==> src/rtl/lsu_macros.svh <==
`ifndef LSU_MACROS_SVH
`define LSU_MACROS_SVH

// The RAM window starts at LSU_RAM_BASE and spans LSU_RAM_WORDS 32-bit words.
`define LSU_RAM_BASE   32'h8000_0000
`define LSU_RAM_WORDS  256
`define LSU_MEM_WAIT   2

`define LSU_AXI_ID     4'd0
`define LSU_AXI_INCR   2'b01
`define LSU_AXI_OKAY   2'b00
`define LSU_AXI_SLVERR 2'b10

`endif

==> src/rtl/lsu_pkg.sv <==
`default_nettype none

package lsu_pkg;

    typedef enum logic [1:0] {
        MEM_NONE  = 2'd0,
        MEM_LOAD  = 2'd1,
        MEM_STORE = 2'd2
    } mem_op_e;

    // The encoding matches AXI AxSIZE, so it can be sent on the bus unchanged.
    typedef enum logic [1:0] {
        SIZE_BYTE = 2'd0,
        SIZE_HALF = 2'd1,
        SIZE_WORD = 2'd2
    } mem_size_e;

    typedef struct packed {
        mem_op_e     op;
        mem_size_e   size;
        logic        sext;
        logic [4:0]  rd;
        logic [31:0] addr;
        logic [31:0] wdata;
    } lsu_req_t;

    typedef struct packed {
        logic [4:0]  rd;
        logic [31:0] data;
        logic        fault;
        logic        was_load;
    } lsu_resp_t;

    typedef struct packed {
        logic [31:0] addr;
        logic [3:0]  id;
        logic [7:0]  len;
        logic [2:0]  size;
        logic [1:0]  burst;
    } axi_ar_t;

    typedef axi_ar_t axi_aw_t;

    typedef struct packed {
        logic [31:0] data;
        logic [3:0]  strb;
        logic        last;
    } axi_w_t;

    typedef struct packed {
        logic [3:0] id;
        logic [1:0] resp;
    } axi_b_t;

    typedef struct packed {
        logic [31:0] data;
        logic [1:0]  resp;
        logic        last;
        logic [3:0]  id;
    } axi_r_t;

endpackage

`default_nettype wire

==> src/rtl/lsu_store_align.sv <==
`timescale 1ns/1ps
`default_nettype none

module lsu_store_align
    import lsu_pkg::*;
(
    input  mem_size_e   size,
    input  logic [1:0]  addr_off,
    input  logic [31:0] wdata,
    output logic [31:0] lane_data,
    output logic [3:0]  strb
);

    // Requests are naturally aligned, so the shift never pushes bytes off the top.
    assign lane_data = wdata << {addr_off, 3'b000};

    always_comb begin
        case (size)
            SIZE_BYTE: strb = 4'b0001 << addr_off;
            SIZE_HALF: strb = 4'b0011 << addr_off;
            SIZE_WORD: strb = 4'b1111;
            default:   strb = 4'b0000;
        endcase
    end

endmodule

`default_nettype wire

==> src/rtl/lsu_load_extend.sv <==
`timescale 1ns/1ps
`default_nettype none

module lsu_load_extend
    import lsu_pkg::*;
(
    input  mem_size_e   size,
    input  logic        sext,
    input  logic [1:0]  addr_off,
    input  logic [31:0] rdata,
    output logic [31:0] value
);

    logic [31:0] shifted;

    assign shifted = rdata >> {addr_off, 3'b000};

    always_comb begin
        case (size)
            SIZE_BYTE: value = {{24{sext & shifted[7]}}, shifted[7:0]};
            SIZE_HALF: value = {{16{sext & shifted[15]}}, shifted[15:0]};
            default:   value = shifted;
        endcase
    end

endmodule

`default_nettype wire

==> src/rtl/lsu.sv <==
`timescale 1ns/1ps
`default_nettype none
`include "lsu_macros.svh"

module lsu
    import lsu_pkg::*;
(
    input  logic      clk,
    input  logic      rst,
    input  logic      req_valid,
    output logic      req_ready,
    input  lsu_req_t  req,
    output logic      resp_valid,
    input  logic      resp_ready,
    output lsu_resp_t resp,
    output logic      arvalid,
    input  logic      arready,
    output axi_ar_t   ar,
    output logic      awvalid,
    input  logic      awready,
    output axi_aw_t   aw,
    output logic      wvalid,
    input  logic      wready,
    output axi_w_t    w,
    input  logic      bvalid,
    output logic      bready,
    input  axi_b_t    b,
    input  logic      rvalid,
    output logic      rready,
    input  axi_r_t    r
);

    typedef enum logic [1:0] {
        ST_IDLE,
        ST_ADDR,
        ST_WAIT,
        ST_RESP
    } state_e;

    state_e      state;
    lsu_req_t    req_q;
    lsu_resp_t   resp_q;
    logic        is_load;
    logic        aw_done;
    logic        w_done;
    logic [31:0] lane_data;
    logic [3:0]  lane_strb;
    logic [31:0] load_value;

    lsu_store_align store_align_i (
        .size     (req_q.size),
        .addr_off (req_q.addr[1:0]),
        .wdata    (req_q.wdata),
        .lane_data(lane_data),
        .strb     (lane_strb)
    );

    lsu_load_extend load_extend_i (
        .size    (req_q.size),
        .sext    (req_q.sext),
        .addr_off(req_q.addr[1:0]),
        .rdata   (r.data),
        .value   (load_value)
    );

    assign is_load   = (req_q.op == MEM_LOAD);
    assign req_ready = (state == ST_IDLE);
    assign arvalid   = (state == ST_ADDR) && is_load;
    assign rready    = (state == ST_WAIT) && is_load;
    assign bready    = (state == ST_WAIT) && !is_load;
    assign resp      = resp_q;

    // Both address channels carry the same single-beat descriptor.
    assign ar = '{addr: req_q.addr, id: `LSU_AXI_ID, len: 8'd0,
                  size: {1'b0, req_q.size}, burst: `LSU_AXI_INCR};
    assign aw = ar;
    assign w  = '{data: lane_data, strb: lane_strb, last: 1'b1};

    // A channel counts as done once its valid has dropped or it handshakes now.
    assign aw_done = !awvalid || awready;
    assign w_done  = !wvalid || wready;

    always_ff @(posedge clk or posedge rst) begin
        if (rst) begin
            state      <= ST_IDLE;
            awvalid    <= 1'b0;
            wvalid     <= 1'b0;
            resp_valid <= 1'b0;
        end else begin
            case (state)
                ST_IDLE: begin
                    if (req_valid) begin
                        case (req.op)
                            MEM_LOAD: state <= ST_ADDR;
                            MEM_STORE: begin
                                awvalid <= 1'b1;
                                wvalid  <= 1'b1;
                                state   <= ST_ADDR;
                            end
                            default: begin
                                resp_valid <= 1'b1;
                                state      <= ST_RESP;
                            end
                        endcase
                    end
                end
                ST_ADDR: begin
                    if (is_load) begin
                        if (arready) begin
                            state <= ST_WAIT;
                        end
                    end else begin
                        if (awvalid && awready) begin
                            awvalid <= 1'b0;
                        end
                        if (wvalid && wready) begin
                            wvalid <= 1'b0;
                        end
                        if (aw_done && w_done) begin
                            state <= ST_WAIT;
                        end
                    end
                end
                ST_WAIT: begin
                    if (is_load ? rvalid : bvalid) begin
                        resp_valid <= 1'b1;
                        state      <= ST_RESP;
                    end
                end
                default: begin
                    if (resp_ready) begin
                        resp_valid <= 1'b0;
                        state      <= ST_IDLE;
                    end
                end
            endcase
        end
    end

    // A non-memory request answers with its own wdata, set here at acceptance.
    always_ff @(posedge clk) begin
        if (req_valid && req_ready) begin
            req_q           <= req;
            resp_q.rd       <= req.rd;
            resp_q.data     <= req.wdata;
            resp_q.fault    <= 1'b0;
            resp_q.was_load <= 1'b0;
        end else if (rvalid && rready) begin
            resp_q.data     <= load_value;
            resp_q.fault    <= (r.resp != `LSU_AXI_OKAY);
            resp_q.was_load <= 1'b1;
        end else if (bvalid && bready) begin
            resp_q.data  <= 32'd0;
            resp_q.fault <= (b.resp != `LSU_AXI_OKAY);
        end
    end

endmodule

`default_nettype wire

==> config.mk <==
export PLATFORM = sky130hd
export DESIGN_NAME = lsu
export DESIGN_NICKNAME = d
export VERILOG_FILES = /design/src/rtl/lsu_pkg.sv /design/src/rtl/lsu_store_align.sv /design/src/rtl/lsu_load_extend.sv /design/src/rtl/lsu.sv
export VERILOG_INCLUDE_DIRS = /design/src /design/src/rtl
export SDC_FILE = /design/constraint.sdc
export NUM_CORES = 1
export LEC_CHECK = 0
export ABC_CLOCK_PERIOD_IN_PS = 4750
export BUFFER_PORTS_ARGS = -buffer_cell sky130_fd_sc_hd__buf_2
export CAP_MARGIN = 20
export CORE_ASPECT_RATIO = 1.75
export CORE_MARGIN = 5
export CORE_UTILIZATION = 45
export CTS_CLUSTER_SIZE = 28
export DETAILED_ROUTE_END_ITERATION = 16
export GPL_TIMING_DRIVEN = 0
export PLACE_DENSITY = 0.79
export SETUP_SLACK_MARGIN = 0.05
export SLEW_MARGIN = 5
export SYNTH_ARGS = -nofsm -noshare
export SYNTH_HDL_FRONTEND = slang
export SYNTH_SLANG_ARGS = --single-unit
==> constraint.sdc <==
create_clock -name clk -period 4.75 [get_ports clk]
set_clock_uncertainty 0.2 [all_clocks]
set_input_delay 0.7125 -clock clk [delete_from_list [all_inputs] [get_ports clk]]
set_output_delay 0.7125 -clock clk [all_outputs]
set_load 0.05 [all_outputs]
Yosys cells after proc, flatten, opt, wreduce, memory -nomap -nowiden:

Cells that the tools add are included.

* output and inout port bits: 181
* register bits after elaboration: 113

* reductions and logical operators: 28
* multiplexer cells: 28
* bitwise operators: 3
* equal/unequal tests: 16
* shift-type cells: 4

Operator list (count)
* $mux 33: 2
* $pmux 32 s2: 1
* $mux 34: 1
* $shl 32x5->32: 1
* $shr 32x5->32: 1
* $reduce_and 5->1: 4
* $mux 2: 7
* $mux 1: 12
* $pmux 4 s3: 1
* $logic_and 1x1->1: 9
* $eq 2x1->1 const B: 4
* $ne 2x1->1 const B: 4
* $reduce_bool 2->1: 4
* $eq 2x2->1 const B: 3
* $ne 2x2->1 const B: 3
* $pmux 2 s3: 1
* $reduce_bool 3->1: 2
* $logic_not 2->1: 2
* $pmux 1 s2: 2
* $reduce_bool 4->1: 1
* $shl 1x2->4 const A: 1
* $shl 2x2->4 const A: 1
* $logic_not 1->1: 3
* $ne 3x2->1 const B: 1
* 6 further kinds: 8

Logic depth before layout (Yosys ltp):

* depth after elaboration: 7
* depth in mapped cells: 9
* gate-level depth less buffers: 7

Hierarchy:

A second synthesis with hierarchy kept.

* cell total of the unflattened synthesis: 494
* area total of the unflattened synthesis: 6269.8 um^2

By module, submodules not included
* lsu: area each 4837.1 um^2, cells each 314, times used 1, sequential area each 3348.2 um^2
* lsu_load_extend: area each 808.3 um^2, cells each 106, times used 1, sequential area each 0.0 um^2
* lsu_store_align: area each 624.3 um^2, cells each 74, times used 1, sequential area each 0.0 um^2

Least setup slack after synthesis:

OpenSTA, ideal clock, no wires.

* path kind: register to register
* start: register state[0]
* end: register req_q (netlist bit ar[17]) (enable)
* clock period less this slack: 4.307 ns
* setup slack: 0.443 ns
* stages on the path, launching flop included: 7
* buffers on the path: 2
* arrival: 3.640 ns
* cell sequence: dfrtp_1 > inv_1 > ha_1 > buf_2 > nand2_1 > clkinv_1 > buf_1

* cells in the longest elaborated chain, start to end: 2

Ends and longest elaborated chain
* start, declared: line lsu.sv:40 `state_e state;`
* start signal, assigned: line lsu.sv:85 `state <= ST_IDLE;`
* start signal, assigned: line lsu.sv:94 `MEM_LOAD: state <= ST_ADDR;`
* start signal, assigned: line lsu.sv:98 `state <= ST_ADDR;`
* $logic_not 2->1: line lsu.sv:67 `assign req_ready = (state == ST_IDLE);`
* net req_ready: line lsu.sv:11 `output logic req_ready,`
* $logic_and 1x1->1: line lsu.sv:142 `if (req_valid && req_ready) begin`
* end signal, assigned: line lsu.sv:143 `req_q <= req;`
* end, declared: line lsu.sv:41 `lsu_req_t req_q;`

The timed path passes the listed nets, and every way through them passes these cells.
A chain may end at the register's enable or synchronous reset.

==> flow_metrics.tcl <==
set metrics [dict create \
    cp_cell_sequence "buf_2 -> buf_2 -> buf_2 -> clkbuf_1 -> nand2_1 -> o22ai_1 -> buf_2" \
    ys_warn_count 0 \
    whs_ns 0.271 \
    cp_data_arrival_time_ns 2.82 \
    core_sq_um 13200 \
    synthTopCellsByCount "106 x edfxtp_1, 99 x buf_4, 34 x mux2i_1, 34 x o21ai_0, 28 x nor2_1" \
    crit_required_ns 3.84 \
    regArea_sq_um 3350 \
    antenna_found_initial 2 \
    setup_violations 0 \
    io_pins 309 \
    drc 0 \
    synth_area_per_cell_sq_um 11.9 \
    cts_resized 0 \
    cp-end-kind "primary output" \
    multi_input_area_sq_um 1880 \
    fp-row-count 56 \
    num-fill-cells 1137 \
    p_total_mw 5.16 \
    gr-total-overflow 0 \
    ant_nets 0 \
    routed_wl_um 19900 \
    preCtsSetupSlack_ns 1.49 \
    worst_path_max_delay_cell "clkbuf_1" \
    drt-initial-drc-count 257 \
    drt-wirelength-per-cell_um 19.6 \
    yosysMostFrequentCell "edfxtp_1" \
    final_nets 959 \
    post-route-min-period_ns 3.74 \
    numCtsBuffers 17 \
    synth_fa_ha_area_frac 0.0104 \
    hold_violations 0 \
    grt_max_degree 35 \
    layout_setup_ws_ns 1.01 \
    r2r_slack_ns 1.89 \
    synth_area_sq_um 6020 \
    stdcell_area_sq_um 8350 \
    cts_setup_buffers 0 \
    synth_compound_area_frac 0.107 \
    layout-drive-gt1-share 0.528 \
    ys_ff_latch 113 \
    fmax_mhz 268 \
    cts.path.max_buffers 2 \
    worstHoldPathCells 1 \
    cpPeakStageDelay_ns 0.50 \
    synthCells 506 \
    p_leak_nw 3.87 \
    die-area_sq_um 15900 \
    fin_cells 1015 \
    htreeDepth 4 \
    synth_cell_type_count 48 \
    cts.sinks 113 \
    cp-start-kind "flop" \
    synth_flop_cell "edfxtp_1" \
    post-dp-hpwl_um 15700 \
    die_w_um 97.5 \
    vdd_drop_max_mv 0.366 \
    synth_top_family_by_area "buffers and inverters" \
    hold_class "primary input to flop" \
    cts_root_buf "clkbuf_16" \
    yosysSeqAreaShare 0.556 \
    cp_max_fo 10 \
    relSlewSlack 0.430 \
    period_share 0.787 \
    via_per_inst 4.97 \
    grt_setup_unrepaired "false" \
    placed_cell_area_sq_um 7770 \
    rr_endpoint "resp[26]" \
    synthMuxAreaShare 0.0808 \
    grt_use_total 0.246 \
    status "completed" \
    clkLatencyLatePin_ns 0.41 \
    synth_top_area_frac 0.528 \
    final_core_util 0.630 \
    path_clk_slew_ns 0.06 \
    p_per_area_nw_per_um2 619 \
    r2r_start "state[0]" \
    syn_to_final_growth_pct 38.6 \
    path_class "flop to primary output" \
    crit_end "w[28]" \
    grt_pass1_wl_um 29300 \
    tritoncts "done" \
    placedCellCount 980 \
    dieHeight_um 163 \
    max_slew.worst_pin.slew_ns 0.852 \
    initial_core_util 0.455 \
    reg2regPathDepth 9 \
    synthArstFlopShare 0.0442 \
    netlist.top_cell.by_area "edfxtp_1" \
    synth-edff-count 106 \
    port_buffers 268 \
    max-cap-violations 0 \
    drv_slew 0 \
    yosys.area_share.simple 0.0904 \
    grt_pass1_vias 5176 \
    synth_xor_area_frac 0.00145 \
    cp-startpoint "ar[17]" \
    firstDrtPassIters 6 \
    gp_congestion 0.873 \
    synth.area.top_cells "edfxtp_1 53%, buf_4 12%, mux2i_1 5.7%, o21ai_0 2.8%, a21oi_1 2.2%" \
    num_vias 5041 \
    cp_common_cell "buf_2" \
    setup_tns_ns 0 \
]
==> metal layers <==
metal  GRT usage  wire length [um]
met3      0.0726              1840
met5           0                 0
met4       0.113               761
met1       0.247              6660
met2       0.463             10700
==> registers in the layout, summed over array words and instances, names as in the netlist <==
signal / flops
resp: 39
req_q: 35
ar: 34
state: 2
awvalid: 1
resp_valid: 1
wvalid: 1
==> layout by cell type, fill, tap and decap left out, types with 3 or more instances in the layout <==
cell	count
clkbuf_16	17
inv_1	9
a221o_2	10
clkinv_4	4
and2_1	8
clkinv_2	4
mux2i_1	34
clkbuf_1	13
nor3_1	5
buf_4	99
inv_6	3
a21oi_1	27
nand3b_1	7
nand2_1	27
o21ai_0	33
buf_6	3
edfxtp_1	106
mux2_2	11
buf_2	278
nor2b_1	14
a211oi_1	8
ha_1	5
conb_1	31
dfrtp_1	5
nor2_1	28
nand2b_1	4
a221o_1	6
clkinvlp_4	3
==> kinds of logic (layout without fill, tap and decap cells) <==
| group | count (synthesis) | count (layout) |
|---|---|---|
| mux | 46 | 46 |
| buf+inv | 137 | 441 |
| xor+xnor | 1 | 1 |
| compound gates | 96 | 96 |
| other cells | 2 | 33 |
| fa+ha+maj | 5 | 5 |
| simple gates | 106 | 106 |
| flops | 113 | 113 |
==> layout make-up <==
| cell class | count | area share |
|---|---|---|
| sequential | 113 | 0.401 |
| multi-input combinational | 285 | 0.225 |
| timing repair buffer | 272 | 0.170 |
| buffer | 127 | 0.106 |
| clock buffer | 17 | 0.0510 |
| tap | 174 | 0.0261 |
| clock inverter | 15 | 0.0160 |
| inverter | 10 | 0.00450 |
| antenna | 2 | 0.000600 |
==> how the worst min path moves through the flow <==
stage,startpoint,endpoint
after floorplan,rst,awvalid
after global placement,resp[0],resp[0]
after detailed placement,resp[0],resp[0]
after CTS,req[34],ar[19]
after global routing,req[67],resp[37]
final,req[58],ar[43]
==> critical path, delay by kind of cell, from the launching register on <==
| kind | cells | cell delay, ns |
|---|---|---|
| DFF | 1 | 0.40 |
| AOI/OAI and AO/OA | 1 | 0.17 |
| buffers and inverters | 5 | 1.73 |
| and+or+nand+nor | 1 | 0.10 |
==> where the power goes <==
group / internal, mW / leakage, nW / switching [mW]
Combinational: 0.650 / 2.53 / 1.80
Clock: 0.721 / 0.270 / 0.481
Sequential: 1.41 / 1.07 / 0.101
==> what timing repair did <==
| action | in CTS | in global routing |
|---|---|---|
| endpoints found under the setup margin | 0 | 0 |
| hold endpoints to repair | 5 | 0 |
| hold buffers | 1 | 0 |
Power figures use the tool's default switching activity.
